### config.mk
export PLATFORM = sky130hd
export DESIGN_NAME = ht_page_fault_flat
export DESIGN_NICKNAME = d
export VERILOG_FILES = /design/src/verilog/ht_pkg.sv /design/src/verilog/ht_probe_if.sv /design/src/verilog/ht_page_fault.sv /design/src/flat_wrapper.sv
export SDC_FILE = /design/constraint.sdc
export NUM_CORES = 1
export LEC_CHECK = 0
export ABC_AREA = 1
export BUFFER_PORTS_ARGS = -buffer_cell sky130_fd_sc_hd__buf_2
export CAP_MARGIN = 20
export CORE_AREA = 2 2 57 59
export CTS_CLUSTER_DIAMETER = 120
export CTS_CLUSTER_SIZE = 10
export DETAILED_ROUTE_END_ITERATION = 10
export DIE_AREA = 0 0 59 61
export PLACE_DENSITY = 0.75
export SYNTH_ARGS = -nofsm -noshare
export SYNTH_HDL_FRONTEND = slang
export SYNTH_SLANG_ARGS = --single-unit
### constraint.sdc
create_clock -name clk -period 1 [get_ports clk]
set_clock_uncertainty 0.05 [all_clocks]
set_input_delay 0.15 -clock clk [delete_from_list [all_inputs] [get_ports clk]]
set_output_delay 0.15 -clock clk [all_outputs]
set_load 0.03 [all_outputs]
### src/verilog/ht_pkg.sv
`default_nettype none

package ht_pkg;

	// ==============================
	// Field widths
	// ==============================

	// Virtual and physical page number widths
	localparam int unsigned ht_vpn_w = 20;
	localparam int unsigned ht_ppn_w = 16;

	// Group index width, fixed by the layout of the fault word
	localparam int unsigned ht_group_w = 10;
	localparam int unsigned ht_groups  = 1 << ht_group_w;

	// Slots per group, which is also the width of an empty mask
	localparam int unsigned ht_slots = 8;

	// A stored slot holds the valid bit, then the VPN tag, then the PPN
	localparam int unsigned ht_entry_w = 1 + ht_vpn_w + ht_ppn_w;

	// Fault word holds a group index above the slot mask
	localparam int unsigned ht_fault_w = ht_group_w + ht_slots;

	// Bounce count and bounce limit share one width
	localparam int unsigned ht_bounce_w = 8;

	// Fault word after reset points at group zero with every slot marked empty
	localparam logic [ht_fault_w-1:0] ht_fault_rst = 18'h0ff;

	// ==============================
	// Hash
	// ==============================

	// Home group is the low ten bits folded onto the high ten bits
	function automatic logic [ht_group_w-1:0] ht_hash(input logic [ht_vpn_w-1:0] vpn);
		logic [ht_group_w-1:0] lo;
		logic [ht_group_w-1:0] hi;
		lo = vpn[ht_group_w-1:0];
		hi = vpn[ht_vpn_w-1 -: ht_group_w];
		return lo ^ hi;
	endfunction

endpackage

`default_nettype wire

### src/verilog/ht_probe_if.sv
`timescale 1ns/1ps
`default_nettype none

interface ht_probe_if;
	import ht_pkg::*;

	// Probe outcome, qualified by xlat for a single cycle
	logic                   xlat;
	logic                   found;
	logic [ht_slots-1:0]    empty;
	logic [ht_bounce_w-1:0] bounce;
	logic [ht_group_w-1:0]  current_group;
	logic [ht_group_w-1:0]  page_group;

	// Decision comes back in the same cycle, the fault word one edge later
	logic                   page_fault;
	logic [ht_fault_w-1:0]  fault_group;

	modport walker (
		output xlat, found, empty, bounce, current_group, page_group,
		input  page_fault, fault_group
	);

	modport detect (
		input  xlat, found, empty, bounce, current_group, page_group,
		output page_fault, fault_group
	);

endinterface

`default_nettype wire

### src/verilog/ht_page_fault.sv
`timescale 1ns/1ps
`default_nettype none

module ht_page_fault (
	input  logic                           clk,
	input  logic                           rst,
	input  logic [ht_pkg::ht_bounce_w-1:0] max_bounce,
	ht_probe_if.detect                     prb
);
	import ht_pkg::*;

	logic miss;
	logic has_empty;
	logic at_limit;

	// A miss with room left faults on the current group
	// A miss on a full group faults only once the bounce limit is reached
	assign miss      = prb.xlat && !prb.found;
	assign has_empty = |prb.empty;
	assign at_limit  = (prb.bounce == max_bounce);

	// Decision is combinational so the walker can branch in the compare cycle
	always_comb begin
		prb.page_fault = miss && (has_empty || at_limit);
	end

	// ==============================
	// Fault word
	// ==============================

	always_ff @(posedge clk) begin
		if (rst) begin
			prb.fault_group <= ht_fault_rst;
		end else if (miss) begin
			if (has_empty) begin
				// Point software at the free slots of the group just probed
				prb.fault_group <= {prb.current_group, prb.empty};
			end else if (at_limit) begin
				// Out of bounces so the home group is reported with nothing free
				prb.fault_group <= {prb.page_group, {ht_slots{1'b0}}};
			end
		end
	end

	// A hit needs a valid matching slot and must never be turned into a fault
	a_no_fault_on_hit : assert property (
		@(posedge clk) disable iff (rst)
		(prb.xlat && prb.found) |-> (!prb.page_fault && !(&prb.empty))
	);

endmodule

`default_nettype wire

### src/flat_wrapper.sv
// flat-port wrapper written by rule: the top's interface ports become plain ports
module ht_page_fault_flat import ht_pkg::*;
  (clk, rst, max_bounce, prb_xlat, prb_found, prb_empty, prb_bounce, prb_current_group, prb_page_group, prb_page_fault, prb_fault_group);
  ht_probe_if prb_i ();
  input  logic clk;
  input  logic rst;
  input  logic [ht_pkg::ht_bounce_w-1:0] max_bounce;
  input wire logic [$bits(prb_i.xlat)-1:0] prb_xlat;
  input wire logic [$bits(prb_i.found)-1:0] prb_found;
  input wire logic [$bits(prb_i.empty)-1:0] prb_empty;
  input wire logic [$bits(prb_i.bounce)-1:0] prb_bounce;
  input wire logic [$bits(prb_i.current_group)-1:0] prb_current_group;
  input wire logic [$bits(prb_i.page_group)-1:0] prb_page_group;
  output wire logic [$bits(prb_i.page_fault)-1:0] prb_page_fault;
  output wire logic [$bits(prb_i.fault_group)-1:0] prb_fault_group;
  assign prb_i.xlat = prb_xlat;
  assign prb_i.found = prb_found;
  assign prb_i.empty = prb_empty;
  assign prb_i.bounce = prb_bounce;
  assign prb_i.current_group = prb_current_group;
  assign prb_i.page_group = prb_page_group;
  assign prb_page_fault = prb_i.page_fault;
  assign prb_fault_group = prb_i.fault_group;
  ht_page_fault u_core (.clk(clk), .rst(rst), .max_bounce(max_bounce), .prb(prb_i));
endmodule
==> run summary <==
* status: finished, violations left
* failing checks: negative setup slack
* depth of the most critical reg-to-reg path: 3
* Crit path max-delay family: buffers and inverters
* vias after detailed routing: 1,381
* dpl ws: -0.371 ns
* GR Util All Layers: 0.170
* share of cell area taken by muxes after synthesis: 0
* final routed wire length divided by cell count: 11.4 um
* Top Usage Layer GRT: met2
* Slowest Stage Delay on Critical Path: 0.15 ns
* synthesized instance count: 170
* worst path bufs/invs: 4
* floorplan die height: 61 um
* Static Leak: 0.000951 uW
* number of different library cells in the post-synthesis netlist: 17
* cell area reported after detailed placement: 1550 um^2
* slowest library cell on the worst path: sky130_fd_sc_hd__xnor2_2
* # placed instances: 273
* main combinational cell family by area after synthesis: simple AND/OR/NAND/NOR gates
* met2 layer usage reported by global route: 0.302
* Sw Share: 0.308
* sequence of cells on the critical path: buf_2 > xnor2_2 > nand2_1 > nor2_1 > nand2_1 > nand2_2 > buf_6 > nand2_8 > inv_4 > buf_6
* Num CTS Buffers: 3
* pwr/cell area: 988 nW/um^2
* sink count of the clock tree: 18
* Synth area leaders: sky130_fd_sc_hd__dfxtp_1 33%, sky130_fd_sc_hd__nand2_1 18%, sky130_fd_sc_hd__nand3_1 12%, sky130_fd_sc_hd__and2_1 5.7%, sky130_fd_sc_hd__nor2_2 5.2%
* sequential element share of the synthesized area: 0.330
* CTS clock-pin slew for the worst setup and hold paths: 0.11 ns
* Mapped Area: 1090 um^2
* crit-path max FO: 2
* WHS: 0.0527 ns
* CTS tree: built
* syn avg cell area: 6.43 um^2
* worst hold path endpoint: u_core.prb.fault_group[1]
* clock root buffer master: sky130_fd_sc_hd__clkbuf_4
* pin count of the biggest net entering global routing: 22
* number of violations reported at the end of detailed-routing iteration 0: 23
* R2R Path Start: u_core.prb.fault_group[10]
* internal cell power: 1330 uW
* sequential group share of total power: 0.421
* switching power summed over all nets: 594 uW
* max-slew headroom at the worst pin: 0.873
* site row count: 20
* routability congestion estimate: 0.726
* via density per instance: 4.85
* Logic pwr share: 0.340
* Worst Min Path Start: prb_empty[1]
* setup repair after global routing missed its margin: true
* Crit path arrival time: 1.04 ns
* post-synthesis share of cell area spent on and, or, nand and nor gates: 0.440
* die footprint: 3600 um^2
* path category of the worst min-delay check: input port to flip-flop
* initial antenna violation count: 0
* number of hold-slack violations in the final timing report: 0
* cell type with the largest total area after synthesis: sky130_fd_sc_hd__dfxtp_1
* ratio of cells with drive above 1 in the final layout: 0.595
* horizontal die dimension: 59 um
* Port Buf Inserts: 66
* area fraction of the dominant cell type after synthesis: 0.330
* critical path required time: 0.80 ns
* number of flip-flops in the largest register: 18
* final worst path period share: 1.24
* timing-limited maximum frequency: 803 MHz
* final-report setup violation count: 17
* net count after synthesis: 218
* Min Clock Period, post-route: 1.24 ns
* number of iterations in the first detailed-routing pass: 4
* Std-Cell Core Area: 2950 um^2
* number of antenna-violating nets in the routed design: 0
* end of the worst register-to-register path: u_core.prb.fault_group[10]
* Largest Register: u_core.prb.fault_group
* top flop regs: u_core.prb.fault_group: 18 flops
* Total Routed Length: 3240 um
* max-cap check violation count: 0
* Hold Path Stages: 3
* # DRC: 0
* Final Instance Area: 1950 um^2
* final cell count without fillers: 285
* final setup margin: -0.245 ns
* fraction of met1 tracks used by global routing: 0.193
* global-route wire length before repair: 4670 um
* antenna cell count: 0
* Synth Area in Compound Gates: 0.0985
* grt met3 use: 0.0256
* number of warnings printed during yosys synthesis: 0
* Clock Tree Buf Depth: 2
* number of buffers added to fix hold violations after cts: 0
* starting density of the core: 0.370
* final-layout fill cell count: 259
* grt ovf: 0
* crit path capture type: primary output
* kind of start point of the critical path: input port
* flop and latch count out of synthesis: 18
* startpoint-to-endpoint class of the critical path: input port to primary output
* I/O pins: 67
* clock network fraction of total power: 0.239
* transition time of the tightest slew-check pin: 0.191 ns
* Final Slew Violations: 0
* XOR/XNOR Fraction of Synth Area: 0.0241
* number of global-route vias before repair: 1,126
* clock latency reported for the late side of the worst-skew pair: 0.30 ns
* maximum vdd ir drop: 428 uV
* detailed placement HPWL: 2120 um
* post-route setup TNS: -1.42 ns
* NumNets Final: 301
* slack of the worst reg-to-reg path: 0.21 ns
* area growth from synthesis to layout: 78.5%
* area share of fa/ha/maj cells after synthesis: 0
* htree depth: 1
## metrics by stage
| stage | utilization | power (uW) |
|---|---|---|
| after floorplan | - | 1100 |
| after global placement | 0.526 | 1310 |
| after detailed placement | 0.526 | 1320 |
| after CTS | 0.611 | 1870 |
| after global routing | 0.660 | 2010 |
| final | 0.660 | 1930 |
## logic make-up (layout without fill, tap and decap cells)
group,Yosys count,in the layout
AOI/OAI and AO/OA,20,20
xor gates and xnor gates,3,3
buffers and inverters,23,105
DFF,18,18
and+or+nand+nor,106,106
## power by group through the flow
stage          registers [uW]  clock network [uW]  logic, uW
2_1_floorplan             902                   0        202
3_3_place_gp              806                   0        505
3_5_place_dp              806                   0        511
4_1_cts                   811                 467        591
5_1_grt                   818                 496        701
6_report                  811                 460        654
## worst register-to-register path: stages (launching register included)
cell	delay [ns]
sky130_fd_sc_hd__dfxtp_2	0.34
sky130_fd_sc_hd__buf_4	0.12
sky130_fd_sc_hd__a21oi_1	0.14
sky130_fd_sc_hd__nor2_2	0.05
## cell usage after synthesis, drive strengths merged
master	number
inv	12
clkinv	1
dfxtp	18
xnor2	3
a21oi	10
nand3	26
nand2	52
buf	7
nor2	18
o21ai	10
clkbuf	3
and2	10
## worst max path at each step
stage	start	depth (start not counted)	endpoint
after global placement	max_bounce[6]	10	prb_page_fault
after detailed placement	max_bounce[6]	10	prb_page_fault
after CTS	prb_bounce[6]	10	prb_page_fault
final	max_bounce[2]	10	prb_page_fault
after global routing	max_bounce[2]	10	prb_page_fault
after floorplan	prb_empty[5]	8	u_core.prb.fault_group[15]
## cell type report
class | count | area [um^2] | area share
tap | 33 | 41.3 | 0.0212
sequential | 18 | 383 | 0.196
clock buffer | 4 | 36.3 | 0.0186
timing repair buffer | 88 | 717 | 0.368
multi-input combinational | 129 | 718 | 0.368
inverter | 13 | 53.8 | 0.0276
## routing by layer
layer  vias to the layer above  wire (um)
met5                         -          0
met4                         0         73
met3                         6        177
met2                        49       1780
met1                       622       1220
li1                        704          -
## cell usage in the layout (no fill, tap or decap), drive strengths merged
master,Yosys,routed
buf,7,88
nand2,52,52
nand3,26,26
dfxtp,18,18
nor2,18,18
inv,12,12
and2,10,10
a21oi,10,10
o21ai,10,10
clkbuf,3,4
xnor2,3,3
clkinv,1,1
## repair_timing
item                       in CTS  in global routing
gates cloned                    0                  0
pin swaps                       9                 25
resized for setup              65                 41
setup endpoints to repair      32                 34
setup buffers                   4                  6
(Power assumes the default switching activity.)
