==> src/verilog/ht_pkg.sv <==
`default_nettype none

package ht_pkg;

	// ==============================
	// Field widths
	// ==============================

	// Virtual and physical page number widths
	localparam int unsigned ht_vpn_w = 20;
	localparam int unsigned ht_ppn_w = 16;

	// Group index width, fixed by the layout of the fault word
	localparam int unsigned ht_group_w = 10;
	localparam int unsigned ht_groups  = 1 << ht_group_w;

	// Slots per group, which is also the width of an empty mask
	localparam int unsigned ht_slots = 8;

	// A stored slot holds the valid bit, then the VPN tag, then the PPN
	localparam int unsigned ht_entry_w = 1 + ht_vpn_w + ht_ppn_w;

	// Fault word holds a group index above the slot mask
	localparam int unsigned ht_fault_w = ht_group_w + ht_slots;

	// Bounce count and bounce limit share one width
	localparam int unsigned ht_bounce_w = 8;

	// Fault word after reset points at group zero with every slot marked empty
	localparam logic [ht_fault_w-1:0] ht_fault_rst = 18'h0ff;

	// ==============================
	// Hash
	// ==============================

	// Home group is the low ten bits folded onto the high ten bits
	function automatic logic [ht_group_w-1:0] ht_hash(input logic [ht_vpn_w-1:0] vpn);
		logic [ht_group_w-1:0] lo;
		logic [ht_group_w-1:0] hi;
		lo = vpn[ht_group_w-1:0];
		hi = vpn[ht_vpn_w-1 -: ht_group_w];
		return lo ^ hi;
	endfunction

endpackage

`default_nettype wire

==> src/verilog/ht_group_if.sv <==
`timescale 1ns/1ps
`default_nettype none

interface ht_group_if;
	import ht_pkg::*;

	// Read enable and the group to fetch
	logic                          rd_en;
	logic [ht_group_w-1:0]         rd_group;

	// Whole group, slot zero in the low bits, valid one cycle after rd_en
	logic [ht_slots*ht_entry_w-1:0] rd_slots;

	// The walker issues reads and consumes the returned group
	modport walker (
		output rd_en,
		output rd_group,
		input  rd_slots
	);

	// The store answers every read in exactly one cycle
	modport ram (
		input  rd_en,
		input  rd_group,
		output rd_slots
	);

endinterface

`default_nettype wire

==> src/verilog/ht_probe_if.sv <==
`timescale 1ns/1ps
`default_nettype none

interface ht_probe_if;
	import ht_pkg::*;

	// Probe outcome, qualified by xlat for a single cycle
	logic                   xlat;
	logic                   found;
	logic [ht_slots-1:0]    empty;
	logic [ht_bounce_w-1:0] bounce;
	logic [ht_group_w-1:0]  current_group;
	logic [ht_group_w-1:0]  page_group;

	// Decision comes back in the same cycle, the fault word one edge later
	logic                   page_fault;
	logic [ht_fault_w-1:0]  fault_group;

	modport walker (
		output xlat, found, empty, bounce, current_group, page_group,
		input  page_fault, fault_group
	);

	modport detect (
		input  xlat, found, empty, bounce, current_group, page_group,
		output page_fault, fault_group
	);

endinterface

`default_nettype wire

==> src/verilog/ht_walker.sv <==
`timescale 1ns/1ps
`default_nettype none

module ht_walker (
	input  logic                           clk,
	input  logic                           rst,
	input  logic [ht_pkg::ht_bounce_w-1:0] max_bounce,
	input  logic                           req_valid,
	output logic                           req_ready,
	input  logic [ht_pkg::ht_vpn_w-1:0]    req_vpn,
	output logic                           resp_valid,
	input  logic                           resp_ready,
	output logic                           resp_found,
	output logic                           resp_fault,
	output logic [ht_pkg::ht_ppn_w-1:0]    resp_ppn,
	output logic [ht_pkg::ht_fault_w-1:0]  resp_fault_group,
	ht_group_if.walker                     grp,
	ht_probe_if.walker                     prb
);
	import ht_pkg::*;

	// ==============================
	// State
	// ==============================

	localparam logic [2:0] st_idle  = 3'd0;
	localparam logic [2:0] st_read  = 3'd1;
	localparam logic [2:0] st_cmp   = 3'd2;
	localparam logic [2:0] st_fault = 3'd3;
	localparam logic [2:0] st_resp  = 3'd4;

	logic [2:0]             state;
	logic [ht_bounce_w-1:0] bounce;

	// Latched request and the walk position
	logic [ht_vpn_w-1:0]    vpn_q;
	logic [ht_group_w-1:0]  home_group;
	logic [ht_group_w-1:0]  cur_group;

	// Compare results for the group on the read port
	logic                   found;
	logic [ht_ppn_w-1:0]    hit_ppn;
	logic [ht_slots-1:0]    empty;

	// ==============================
	// Tag compare
	// ==============================

	// All eight slots are checked at once
	// The lowest matching slot supplies the PPN
	always_comb begin : c_match
		logic [ht_entry_w-1:0] entry;
		logic                  hit;
		found   = 1'b0;
		hit_ppn = '0;
		empty   = '0;
		for (int s = ht_slots - 1; s >= 0; s--) begin
			entry    = grp.rd_slots[s*ht_entry_w +: ht_entry_w];
			hit      = entry[ht_entry_w-1] && (entry[ht_entry_w-2 -: ht_vpn_w] == vpn_q);
			empty[s] = !entry[ht_entry_w-1];
			if (hit) begin
				found   = 1'b1;
				hit_ppn = entry[ht_ppn_w-1:0];
			end
		end
	end

	// Read port follows the current group
	assign grp.rd_en    = (state == st_read);
	assign grp.rd_group = cur_group;

	// Probe outcome is only meaningful in the compare cycle
	assign prb.xlat          = (state == st_cmp);
	assign prb.found         = found;
	assign prb.empty         = empty;
	assign prb.bounce        = bounce;
	assign prb.current_group = cur_group;
	assign prb.page_group    = home_group;

	assign req_ready  = (state == st_idle);
	assign resp_valid = (state == st_resp);

	// ==============================
	// Control
	// ==============================

	always_ff @(posedge clk) begin
		if (rst) begin
			state  <= st_idle;
			bounce <= '0;
		end else begin
			case (state)
				st_idle: begin
					if (req_valid) begin
						state  <= st_read;
						bounce <= '0;
					end
				end
				st_read: begin
					state <= st_cmp;
				end
				st_cmp: begin
					if (found) begin
						state <= st_resp;
					end else if (prb.page_fault) begin
						state <= st_fault;
					end else begin
						// A full group without a match sends the walk to the neighbour
						state  <= st_read;
						bounce <= bounce + 1'b1;
					end
				end
				st_fault: begin
					state <= st_resp;
				end
				st_resp: begin
					// Hold everything until the consumer takes it
					if (resp_ready) begin
						state  <= st_idle;
						// Idle keeps a zero count while the limit may change
						bounce <= '0;
					end
				end
				default: begin
					state <= st_idle;
				end
			endcase
		end
	end

	// ==============================
	// Request and response data
	// ==============================

	always_ff @(posedge clk) begin
		if (req_ready && req_valid) begin
			vpn_q      <= req_vpn;
			home_group <= ht_hash(req_vpn);
			cur_group  <= ht_hash(req_vpn);
		end else if ((state == st_cmp) && !found && !prb.page_fault) begin
			// Index width makes the last group wrap to group zero
			cur_group <= cur_group + 1'b1;
		end

		if (state == st_cmp) begin
			resp_found <= found;
			resp_fault <= !found;
			resp_ppn   <= found ? hit_ppn : '0;
			// A hit carries no fault group
			resp_fault_group <= '0;
		end else if (state == st_fault) begin
			// Detector registered the word on the compare edge
			resp_fault_group <= prb.fault_group;
		end
	end

	// The detector must stop the walk before the count passes the limit
	a_bounce_limit : assert property (
		@(posedge clk) disable iff (rst)
		bounce <= max_bounce
	);

endmodule

`default_nettype wire

==> src/flat_wrapper.sv <==
// flat-port wrapper written by rule: the top's interface ports become plain ports
module ht_walker_flat import ht_pkg::*;
  (clk, rst, max_bounce, req_valid, req_ready, req_vpn, resp_valid, resp_ready, resp_found, resp_fault, resp_ppn, resp_fault_group, grp_rd_en, grp_rd_group, grp_rd_slots, prb_xlat, prb_found, prb_empty, prb_bounce, prb_current_group, prb_page_group, prb_page_fault, prb_fault_group);
  ht_group_if grp_i ();
  ht_probe_if prb_i ();
  input  logic clk;
  input  logic rst;
  input  logic [ht_pkg::ht_bounce_w-1:0] max_bounce;
  input  logic req_valid;
  output logic req_ready;
  input  logic [ht_pkg::ht_vpn_w-1:0] req_vpn;
  output logic resp_valid;
  input  logic resp_ready;
  output logic resp_found;
  output logic resp_fault;
  output logic [ht_pkg::ht_ppn_w-1:0] resp_ppn;
  output logic [ht_pkg::ht_fault_w-1:0] resp_fault_group;
  output wire logic [$bits(grp_i.rd_en)-1:0] grp_rd_en;
  output wire logic [$bits(grp_i.rd_group)-1:0] grp_rd_group;
  input wire logic [$bits(grp_i.rd_slots)-1:0] grp_rd_slots;
  output wire logic [$bits(prb_i.xlat)-1:0] prb_xlat;
  output wire logic [$bits(prb_i.found)-1:0] prb_found;
  output wire logic [$bits(prb_i.empty)-1:0] prb_empty;
  output wire logic [$bits(prb_i.bounce)-1:0] prb_bounce;
  output wire logic [$bits(prb_i.current_group)-1:0] prb_current_group;
  output wire logic [$bits(prb_i.page_group)-1:0] prb_page_group;
  input wire logic [$bits(prb_i.page_fault)-1:0] prb_page_fault;
  input wire logic [$bits(prb_i.fault_group)-1:0] prb_fault_group;
  assign grp_rd_en = grp_i.rd_en;
  assign grp_rd_group = grp_i.rd_group;
  assign grp_i.rd_slots = grp_rd_slots;
  assign prb_xlat = prb_i.xlat;
  assign prb_found = prb_i.found;
  assign prb_empty = prb_i.empty;
  assign prb_bounce = prb_i.bounce;
  assign prb_current_group = prb_i.current_group;
  assign prb_page_group = prb_i.page_group;
  assign prb_i.page_fault = prb_page_fault;
  assign prb_i.fault_group = prb_fault_group;
  ht_walker u_core (.clk(clk), .rst(rst), .max_bounce(max_bounce), .req_valid(req_valid), .req_ready(req_ready), .req_vpn(req_vpn), .resp_valid(resp_valid), .resp_ready(resp_ready), .resp_found(resp_found), .resp_fault(resp_fault), .resp_ppn(resp_ppn), .resp_fault_group(resp_fault_group), .grp(grp_i), .prb(prb_i));
endmodule
==> config.mk <==
export PLATFORM = sky130hd
export DESIGN_NAME = ht_walker_flat
export DESIGN_NICKNAME = d
export VERILOG_FILES = /design/src/verilog/ht_pkg.sv /design/src/verilog/ht_group_if.sv /design/src/verilog/ht_probe_if.sv /design/src/verilog/ht_walker.sv /design/src/flat_wrapper.sv
export SDC_FILE = /design/constraint.sdc
export NUM_CORES = 1
export LEC_CHECK = 0
export BUFFER_PORTS_ARGS = -buffer_cell sky130_fd_sc_hd__buf_2
export CELL_PAD_IN_SITES_DETAIL_PLACEMENT = 0
export CELL_PAD_IN_SITES_GLOBAL_PLACEMENT = 1
export CORE_AREA = 2 2 171 173
export CTS_CLUSTER_SIZE = 40
export DETAILED_ROUTE_END_ITERATION = 10
export DIE_AREA = 0 0 173 175
export GPL_ROUTABILITY_DRIVEN = 0
export PLACE_DENSITY = 0.75
export SYNTH_ARGS = -nofsm -noshare
export SYNTH_HDL_FRONTEND = slang
export SYNTH_SLANG_ARGS = --single-unit
export TNS_END_PERCENT = 100
==> constraint.sdc <==
create_clock -name clk -period 3.57 [get_ports clk]
set_input_delay 0 -clock clk [delete_from_list [all_inputs] [get_ports clk]]
set_output_delay 0 -clock clk [all_outputs]
set_load 0.005 [all_outputs]
==> impl_metrics.toml, run 1 <==
[synth]
syn_inst = 750
synth_seq_area_share_pct = 35.1
yosys.area.top_type = "edfxtp_1"
syn_nets = 1099
synth.distinct_cells = 44
syn-cell-area_sq_um = 6610
avgSynthCellArea_sq_um = 8.82
synthFlopType = "edfxtp_1"
synth_edf_count = 58
ys_ff_latch = 87
synth_top_area_share_pct = 26.3
ys_async_sr_fraction_pct = 0
synth_area_leaders = "edfxtp_1 26%, xnor2_1 16%, dfxtp_1 8.8%"
ys_warn_count = 0

[critical_path]
crit_family = "simple AND/OR/NAND/NOR gates"
crit_slowest_cell = "edfxtp_1"
cp.required_ns = 3.64
worstSetupPathDepth = 10
setup.worst_path.class = "flop to flop"
cp-end-kind = "flop"
path_cells = "xnor2_1, nand4_1, nor4_1, nand4_1, buf_4, nor2_1, a311oi_1, a311oi_1, buf_4, o21ai_0"
cp-start-kind = "flop"
ff2ff_path_depth = 10
cp_max_fo = 32
cpPeakStageDelay_ns = 0.79
critPathBufInv = 2
arrival_ns = 3.42

[final_layout]
drive_above_1_share_pct = 39.5
n_fill_cell = 3018
multiInputGateArea_sq_um = 3790
final_cell_mix = "425 x buf_2, 121 x xnor2_1, 80 x nand2_1"
syn2layout_area_growth_pct = 49.3
mostFrequentLayoutCell = "buf_2"
regArea_sq_um = 2320
num-nets-final = 1549
stdcell_count = 1589
n_antenna_cell = 0

[placed_design]
dp_hpwl_microns = 23700
port_buffers = 425
dp_cells = 1519

[clocking]
cts_tree = "done"
clock_sinks = 87
postCtsSetupBuffers = 0
htree_levels = 3
clk_pin_slew_ns = 0.08
clk_latency_ns = 0.35
cts_buffers = 9
cts_root_buf = "clkbuf_16"
cts.path.max_buffers = 2

[die]
start_util_pct = 23.3
num_rows = 62
io_pins = 434
die_width_microns = 173
die-area_sq_um = 30300
core_sq_um = 28400
chipHeight_microns = 175

[sta]
tightest_slew_ns = 0.782
finalSetupViolations = 0
fin_crit_sh_pct = 93.8
tns_ns = 0
relSlewSlack_pct = 47.4
rsz0062_at_grt = "no"
finClkSkew_ns = 0.0126
hold_violations = 0
layout_min_cycle_time_ns = 3.35
max_freq_mhz = 299
slew_viol_final = 0

[routing]
drt_pass1_iterations = 4
antenna_left = 0
via_per_inst = 4.56
drc = 0
drtIter0Drc = 510
post_drt_wl_per_cell_microns = 18.5
vias = 7238
wirelength_microns = 29300

[hold_path]
hold_depth = 3
min_path_type = "input port to flop"

[global_route]
antenna_found_initial = 2
grt_pass1_vias = 7303
track_usage_pct = 18.6
grt_max_degree = 47
grt.overflow.total = 0
grt_pass1_wl_microns = 42900

[pwr]
p_leak_uw = 0.00433
power_density_nw_per_um2 = 304
ir_drop_uv = 206

[run]
cap_viol_max_count = 0

[status]
status = "finished clean"
-- tightest hold or removal path: cells and delay by family --
kind / cells / cell delay [ns]
and+or+nand+nor: 1 / 0.08
buffers and inverters: 1 / 0.13
muxes: 1 / 0.11
-- metal layers --
metal  track usage, %  wire length, microns  part of all wire, %  vias to the layer above
li1                 -                     -                    -                     3517
met1             24.3                 12700                   43                     3355
met2             30.2                 13600                   46                      319
met3             4.90                  2300                  7.8                       43
met4             5.58                   688                  2.3                        4
met5                0                    27                0.092                        -
-- flip-flops by register name, indices dropped and copies added, names as in the netlist --
signal / cells
u_core.resp_found: 1
u_core.resp_fault_group: 18
u_core.vpn_q: 20
u_core.grp.rd_group: 10
u_core.state: 3
u_core.resp_ppn: 16
u_core.prb.bounce: 8
u_core.resp_fault: 1
u_core.prb.page_group: 10
-- worst paths after layout --
| check | start | to | slack [ns] |
|---|---|---|---|
| max | u_core.vpn_q[13]$_DFFE_PP_ | u_core.resp_ppn[6]$_SDFFCE_PN0P_ | 0.22 |
| min | prb_page_fault | u_core.prb.bounce[1]$_SDFFE_PP0P_ | 0.03 |
| max reg2reg | u_core.vpn_q[13]$_DFFE_PP_ | u_core.resp_ppn[6]$_SDFFCE_PN0P_ | 0.22 |
| min reg2reg | u_core.resp_fault_group[17]$_SDFFE_PP0N_ | u_core.resp_fault_group[17]$_SDFFE_PP0N_ | 0.45 |
-- synthesized netlist by cell type (2+ instances only) --
cell type and instances:
a21oi_1 11, a311oi_1 31, and2_1 2, buf_2 2, buf_4 26, buf_6 5
clkbuf_1 27, dfxtp_1 29, edfxtp_1 58, ha_1 2, inv_1 45, mux2i_1 17
nand2_1 80, nand2b_1 6, nand3_1 27, nand4_1 48, nor2_1 43, nor2b_1 2
nor3_1 7, nor4_1 13, nor4_2 4, o21ai_0 48, o31ai_1 17, or2_2 2
or3_1 4, or4_1 3, xnor2_1 121, xor2_1 54
-- area by class of cell --
| type | instances | share of cell area, % |
|---|---|---|
| timing repair buffer | 500 | 28.6 |
| sequential | 87 | 23.5 |
| inverter | 47 | 1.79 |
| multi-input combinational | 555 | 38.4 |
| clock buffer | 10 | 2.32 |
| clock inverter | 6 | 0.532 |
| tap | 384 | 4.87 |
-- report_power, final --
part,switching [uW],internal (uW),total [uW]
sequential,134,1190,1320
combinational,343,416,759
clock,442,484,926
-- stage by stage --
step                total power [uW]  worst slack (ns)  hold WS (ns)  utilization, %  cell area [sq um]
global placement                2040             0.342         0.203            31.9               9050
floorplan                       1660             0.930        0.0265               -               6610
detailed placement              2050             0.261         0.205            31.9               9050
CTS                             3040             0.245      0.000323            34.8               9870
global route                    3170            0.0407        0.0218            34.8               9870
finish                          3010             0.222        0.0257            34.8               9870
-- what timing repair did --
action | 4_1_cts | 5_1_grt
hold buffers | 54 | 0
hold endpoints to repair | 65 | 0
resized for setup | 0 | 0
-- cells by family (layout without fill, tap and decap cells) --
kind of cell	count (synthesis)	after routing	share of synthesized area, %
compound gates	115	115	11.7
xor+xnor	175	175	23.2
fa+ha+maj	2	2	0.378
buf+inv	108	563	8.21
flops	87	87	35.1
mux	18	18	2.74
simple gates	245	245	18.7
Note: power is estimated with default switching activity, not from simulation.
==> inputs of run 2 (changes only) <==
--- a/config.mk
+++ b/config.mk
@@ -8,12 +8,12 @@
 export BUFFER_PORTS_ARGS = -buffer_cell sky130_fd_sc_hd__buf_2
 export CELL_PAD_IN_SITES_DETAIL_PLACEMENT = 0
 export CELL_PAD_IN_SITES_GLOBAL_PLACEMENT = 1
-export CORE_AREA = 2 2 171 173
+export CORE_AREA = 3 3 167 169
 export CTS_CLUSTER_SIZE = 40
 export DETAILED_ROUTE_END_ITERATION = 10
-export DIE_AREA = 0 0 173 175
+export DIE_AREA = 0 0 170 172
 export GPL_ROUTABILITY_DRIVEN = 0
-export PLACE_DENSITY = 0.75
+export PLACE_DENSITY = 0.78
 export SYNTH_ARGS = -nofsm -noshare
 export SYNTH_HDL_FRONTEND = slang
 export SYNTH_SLANG_ARGS = --single-unit
==> run 2 against run 1 <==
Net effect: via count up 0.12%; critical path depth down 1; clock-buffer cell count down 1; non-clock buffer count up 3; register-to-register slack better by 0.09 ns; cell count down 2.5%; die area down 3.4%; first-iteration DRC count down 22%; sequential power about the same; wire length up 1.0%; power up 2.6%; sequential share of layout area about the same; critical path type unchanged; largest cell class unchanged; largest power group unchanged.
==> impl_metrics.toml, run 2 (synthesized netlist as in run 1, its figures left out) <==
[clocking]
htree_levels = 3
cts_root_buf = "clkbuf_16"
cts.repair.resized = 0
cts_tree = "done"
clk_latency_ns = 0.35
clk_pin_slew_ns = 0.07
cts.path.max_buffers = 2
cts_buffers = 9
clock_sinks = 87

[final_layout]
final_cell_mix = "425 x buf_2, 121 x xnor2_1, 80 x nand2_1"
num-nets-final = 1552
mostFrequentLayoutCell = "buf_2"
reg_top3 = "u_core.vpn_q: 20 flops, u_core.resp_fault_group: 18 flops, u_core.resp_ppn: 16 flops"
top_register = "u_core.vpn_q"
n_fill_cell = 2814
stdcell_count = 1550
syn2layout_area_growth_pct = 49.1
post-route-util_pct = 36.9
largest_reg_flops = 20
drive_above_1_share_pct = 39.7

[placed_design]
dp_hpwl_microns = 23800
place_ws_ns = 0.296
port_buffers = 425
dp_cells = 1480

[pwr]
p_sw_uw = 923
clkPwrFrac_pct = 32.5
power_density_nw_per_um2 = 313
switching_share_pct = 29.9
pwr-share-seq_pct = 42.5
power_frac_comb_pct = 25.0
intPower_uw = 2160
p_leak_uw = 0.00435
ir_drop_uv = 213

[sta]
finalSetupViolations = 0
hold_violations = 0
rsz0062_at_grt = "no"
relSlewSlack_pct = 53.4
slew_viol_final = 0
tns_ns = 0
tightest_slew_ns = 0.700
layout_min_cycle_time_ns = 3.26
max_freq_mhz = 307
setup_slack_ns = 0.312
fin_crit_sh_pct = 91.3
finClkSkew_ns = 0.0157

[critical_path]
crit_slowest_cell = "edfxtp_1"
cp_max_fo = 10
cpPeakStageDelay_ns = 0.74
critPathBufInv = 1
cp.required_ns = 3.60
critPathMostFrequentCell = "nor4_1"
setup.worst_path.class = "flop to flop"
cp-end-kind = "flop"
crit_family = "simple AND/OR/NAND/NOR gates"
cp-start-kind = "flop"
arrival_ns = 3.29
path_cells = "buf_4, xor2_1, nor4_1, nand3_1, nor4_1, a41o_1, or4_4, nor4_2, or2_2"

[global_route]
grt_pass1_wl_microns = 41100
grtUsageMet3_pct = 3.48
busiest_layer = "met2"
met2_usage_pct = 31.0
grtUsageMet1_pct = 24.7
grt_max_degree = 48
antenna_found_initial = 1
grt_pass1_vias = 6909
grt.overflow.total = 0
track_usage_pct = 18.6

[status]
status = "finished clean"

[routing]
drc = 0
post_drt_wl_per_cell_microns = 19.1
vias = 7247
drt_pass1_iterations = 5
drtIter0Drc = 399
antenna_left = 0
via_per_inst = 4.68
wirelength_microns = 29600

[die]
io_pins = 434
chipHeight_microns = 172
num_rows = 60
start_util_pct = 24.7
core_sq_um = 26700
die-area_sq_um = 29200
die_width_microns = 170

[run]
cap_viol_max_count = 0

[hold_path]
min_path_type = "input port to flop"
==> run 2: routing by layer <==
| layer | wire length (microns) | up-vias |
|---|---|---|
| met5 | 0 | - |
| met4 | 716 | 0 |
| met3 | 1910 | 36 |
| met2 | 14400 | 288 |
| met1 | 12600 | 3395 |
| li1 | - | 3528 |
==> run 2: timing repair <==
item | in CTS | in global routing
endpoints found under the setup margin | 0 | 0
hold buffers | 53 | 0
endpoints found under the hold margin | 62 | 0
buffers inserted | 0 | 0
==> run 2: layout make-up <==
cell class / count / area, sq um / area share, %
Timing Repair Buffer: 503 / 2850 / 28.8
Antenna cell: 1 / 2.50 / 0.0254
Multi-Input combinational cell: 555 / 3790 / 38.4
Clock buffer: 9 / 225 / 2.28
Sequential cell: 87 / 2320 / 23.5
Clock inverter: 7 / 78.8 / 0.799
Inverter: 47 / 176 / 1.79
Tap cell: 341 / 427 / 4.33
==> run 2: worst min-delay path, cell delays in order <==
cell and delay, ns:
buf_2 0.09, inv_1 0.03, a21oi_1 0.11, a21oi_1 0.07
==> run 2: power groups by stage <==
stage	sequential (uW)	clock, uW	combinational (uW)
after global placement	1330	0	717
final	1310	1000	772
after CTS	1310	1040	774
after global routing	1320	1080	844
after floorplan	1260	0	399
after detailed placement	1330	0	724
==> run 2: final timing paths <==
kind | to | cells past startpoint | start | slack (ns)
worst max-delay path | u_core.grp.rd_group[4]$_DFFE_PP_ | 9 | u_core.vpn_q[10]$_DFFE_PP_ | 0.31
worst min-delay path | u_core.state[2]$_SDFFE_PP0P_ | 4 | resp_ready | 0.02
worst max register to register | u_core.grp.rd_group[4]$_DFFE_PP_ | 9 | u_core.vpn_q[10]$_DFFE_PP_ | 0.31
worst min register to register | u_core.resp_fault_group[0]$_SDFFE_PP0N_ | 2 | u_core.resp_fault_group[0]$_SDFFE_PP0N_ | 0.45
==> run 2: stage by stage <==
step | total power (uW) | hold slack, ns | area (sq um)
floorplan | 1660 | 0.0265 | 6610
global route | 3250 | 0.0180 | 9860
detailed placement | 2050 | 0.205 | 9030
CTS | 3130 | 0.00284 | 9860
global placement | 2040 | 0.202 | 9030
finish | 3090 | 0.0213 | 9860
==> inputs of run 3 (changes only) <==
--- a/config.mk
+++ b/config.mk
@@ -8,12 +8,14 @@
 export BUFFER_PORTS_ARGS = -buffer_cell sky130_fd_sc_hd__buf_2
 export CELL_PAD_IN_SITES_DETAIL_PLACEMENT = 0
 export CELL_PAD_IN_SITES_GLOBAL_PLACEMENT = 1
-export CORE_AREA = 3 3 167 169
+export CORE_AREA = 3 3 166 168
 export CTS_CLUSTER_SIZE = 40
 export DETAILED_ROUTE_END_ITERATION = 10
-export DIE_AREA = 0 0 170 172
+export DIE_AREA = 0 0 169 171
 export GPL_ROUTABILITY_DRIVEN = 0
-export PLACE_DENSITY = 0.78
+export PLACE_DENSITY = 0.79
+export REMOVE_ABC_BUFFERS = 1
+export SETUP_SLACK_MARGIN = 0.02
 export SYNTH_ARGS = -nofsm -noshare
 export SYNTH_HDL_FRONTEND = slang
 export SYNTH_SLANG_ARGS = --single-unit
==> constraint.sdc (replaced) <==
create_clock -name clk -period 4.1 [get_ports clk]
set_input_delay 0 -clock clk [delete_from_list [all_inputs] [get_ports clk]]
set_output_delay 0 -clock clk [all_outputs]
set_load 0.005 [all_outputs]
==> run 3 against run 2 <==
Net effect: hold slack worse by 0.0082 ns; wire length is 0.37% lower; clock-buffer cell count stayed put; cell count shrank 1.0%; setup slack improved by 0.27 ns; global-route usage up 0.58 points; sequential share of layout area rose by 0.25 points; register-to-register slack improved by 0.27 ns; clock power fell by 15%; power down 14%; largest cell class unchanged; largest power group unchanged.
==> impl_metrics.toml, run 3 (synthesized netlist as in run 1, its figures left out) <==
[critical_path]
path_cells = "xor2_1, nor4_1, nand3_1, nor4_1, buf_4, a41o_1, or4_4, buf_4, nand2b_1, a21oi_1, dlygate4sd3_1"
setup.worst_path.class = "flop to flop"
crit_slowest_cell = "edfxtp_1"
critPathBufInv = 3
arrival_ns = 3.82
cp.required_ns = 4.40
cpPeakStageDelay_ns = 0.71
cp-start-kind = "flop"
cp_max_fo = 19
cp-end-kind = "flop"
crit_family = "simple AND/OR/NAND/NOR gates"

[final_layout]
mostFrequentLayoutCell = "buf_2"
drive_above_1_share_pct = 39.5
syn2layout_area_growth_pct = 47.6
post-route-util_pct = 37.5
final_cell_mix = "425 x buf_2, 121 x xnor2_1, 80 x nand2_1"
num-nets-final = 1542
top_register = "u_core.vpn_q"
stdcell_area_sq_um = 9760
n_fill_cell = 2718
reg_top3 = "u_core.vpn_q: 20 flops, u_core.resp_fault_group: 18 flops, u_core.resp_ppn: 16 flops"
largest_reg_flops = 20

[clocking]
htree_levels = 3
postCtsSetupBuffers = 0
cts_buffers = 9
clk_latency_ns = 0.35
cts.repair.resized = 0
clock_sinks = 87
clk_pin_slew_ns = 0.08
cts_root_buf = "clkbuf_16"
cts_tree = "done"
ctsHoldBuffers = 51
cts.path.max_buffers = 2

[sta]
tightest_slew_ns = 1.00
fin_crit_sh_pct = 85.8
finalSetupViolations = 0
max_freq_mhz = 284
rsz0062_at_grt = "no"
layout_min_cycle_time_ns = 3.52
slew_viol_final = 0
tns_ns = 0
hold_violations = 0
finClkSkew_ns = 0.0197
relSlewSlack_pct = 33.1

[global_route]
grt_pass1_vias = 7318
grt_pass1_wl_microns = 42600
grt_max_degree = 48
antenna_found_initial = 2
grt.overflow.total = 0
track_usage_pct = 19.2

[pwr]
ir_drop_uv = 247
power_density_nw_per_um2 = 272
p_leak_uw = 0.00430

[routing]
drtIter0Drc = 518
post_drt_wl_per_cell_microns = 19.2
drc = 0
vias = 7378
wirelength_microns = 29500
via_per_inst = 4.81
drt_pass1_iterations = 5
antenna_left = 0

[die]
start_util_pct = 25.4
io_pins = 434
num_rows = 59
die-area_sq_um = 28900
chipHeight_microns = 171
die_width_microns = 169
core_sq_um = 26100

[run]
cap_viol_max_count = 0

[placed_design]
dp_hpwl_microns = 23300
placed_cell_area_sq_um = 8960
port_buffers = 425

[status]
status = "finished clean"

[hold_path]
min_path_type = "input port to flop"
run 3: area by class of cell:
cell class | instances | area [sq um] | area share [%]
antenna | 1 | 2.50 | 0.0256
clock buffer | 9 | 225 | 2.31
clock inverter | 7 | 62.6 | 0.641
inverter | 47 | 176 | 1.81
multi-input combinational | 555 | 3790 | 38.8
sequential | 87 | 2320 | 23.8
tap | 335 | 419 | 4.29
timing repair buffer | 493 | 2770 | 28.3
run 3: final timing paths:
| kind | start | endpoint | slack, ns | depth (start not counted) |
|---|---|---|---|---|
| max | u_core.vpn_q[17]$_DFFE_PP_ | u_core.state[2]$_SDFFE_PP0P_ | 0.58 | 11 |
| min | grp_rd_slots[13] | u_core.resp_ppn[13]$_SDFFCE_PN0P_ | 0.01 | 3 |
| max reg2reg | u_core.vpn_q[17]$_DFFE_PP_ | u_core.state[2]$_SDFFE_PP0P_ | 0.58 | 11 |
| min reg2reg | u_core.resp_fault_group[11]$_SDFFE_PP0N_ | u_core.resp_fault_group[11]$_SDFFE_PP0N_ | 0.45 | 2 |
run 3: through the flow:
stage          hold slack (ns)  std cells  total power, uW  setup slack [ns]
2_1_floorplan           0.0265        689             1410             0.275
3_3_place_gp             0.203       1466             1770             0.791
3_5_place_dp             0.206       1466             1780             0.765
4_1_cts               0.000136       1533             2680             0.679
5_1_grt                0.00626       1534             2790             0.387
6_report                0.0131       1534             2650             0.582
run 3: report_power, final:
part	leakage [uW]	switching (uW)	internal [uW]	total, uW
sequential	0.000764	121	1030	1150
clock	0.000140	425	427	851
combinational	0.00340	287	360	647
total	0.00430	833	1820	2650
run 3: worst register-to-register path, stage by stage, from the launching register on:
cell           delay, ns
edfxtp_1            0.71
xor2_1              0.28
nor4_1              0.57
nand3_1             0.16
nor4_1              0.28
buf_4               0.22
a41o_1              0.10
or4_4               0.15
buf_4               0.24
nand2b_1            0.09
a21oi_1             0.12
dlygate4sd3_1       0.56
run 3: routing by layer:
layer	global-route usage [%]	share of wire [%]	vias up
li1	-	-	3515
met2	33.1	48	405
met4	5.72	2.9	2
met1	23.9	40	3396
met5	0	0.017	-
met3	4.81	9.1	60
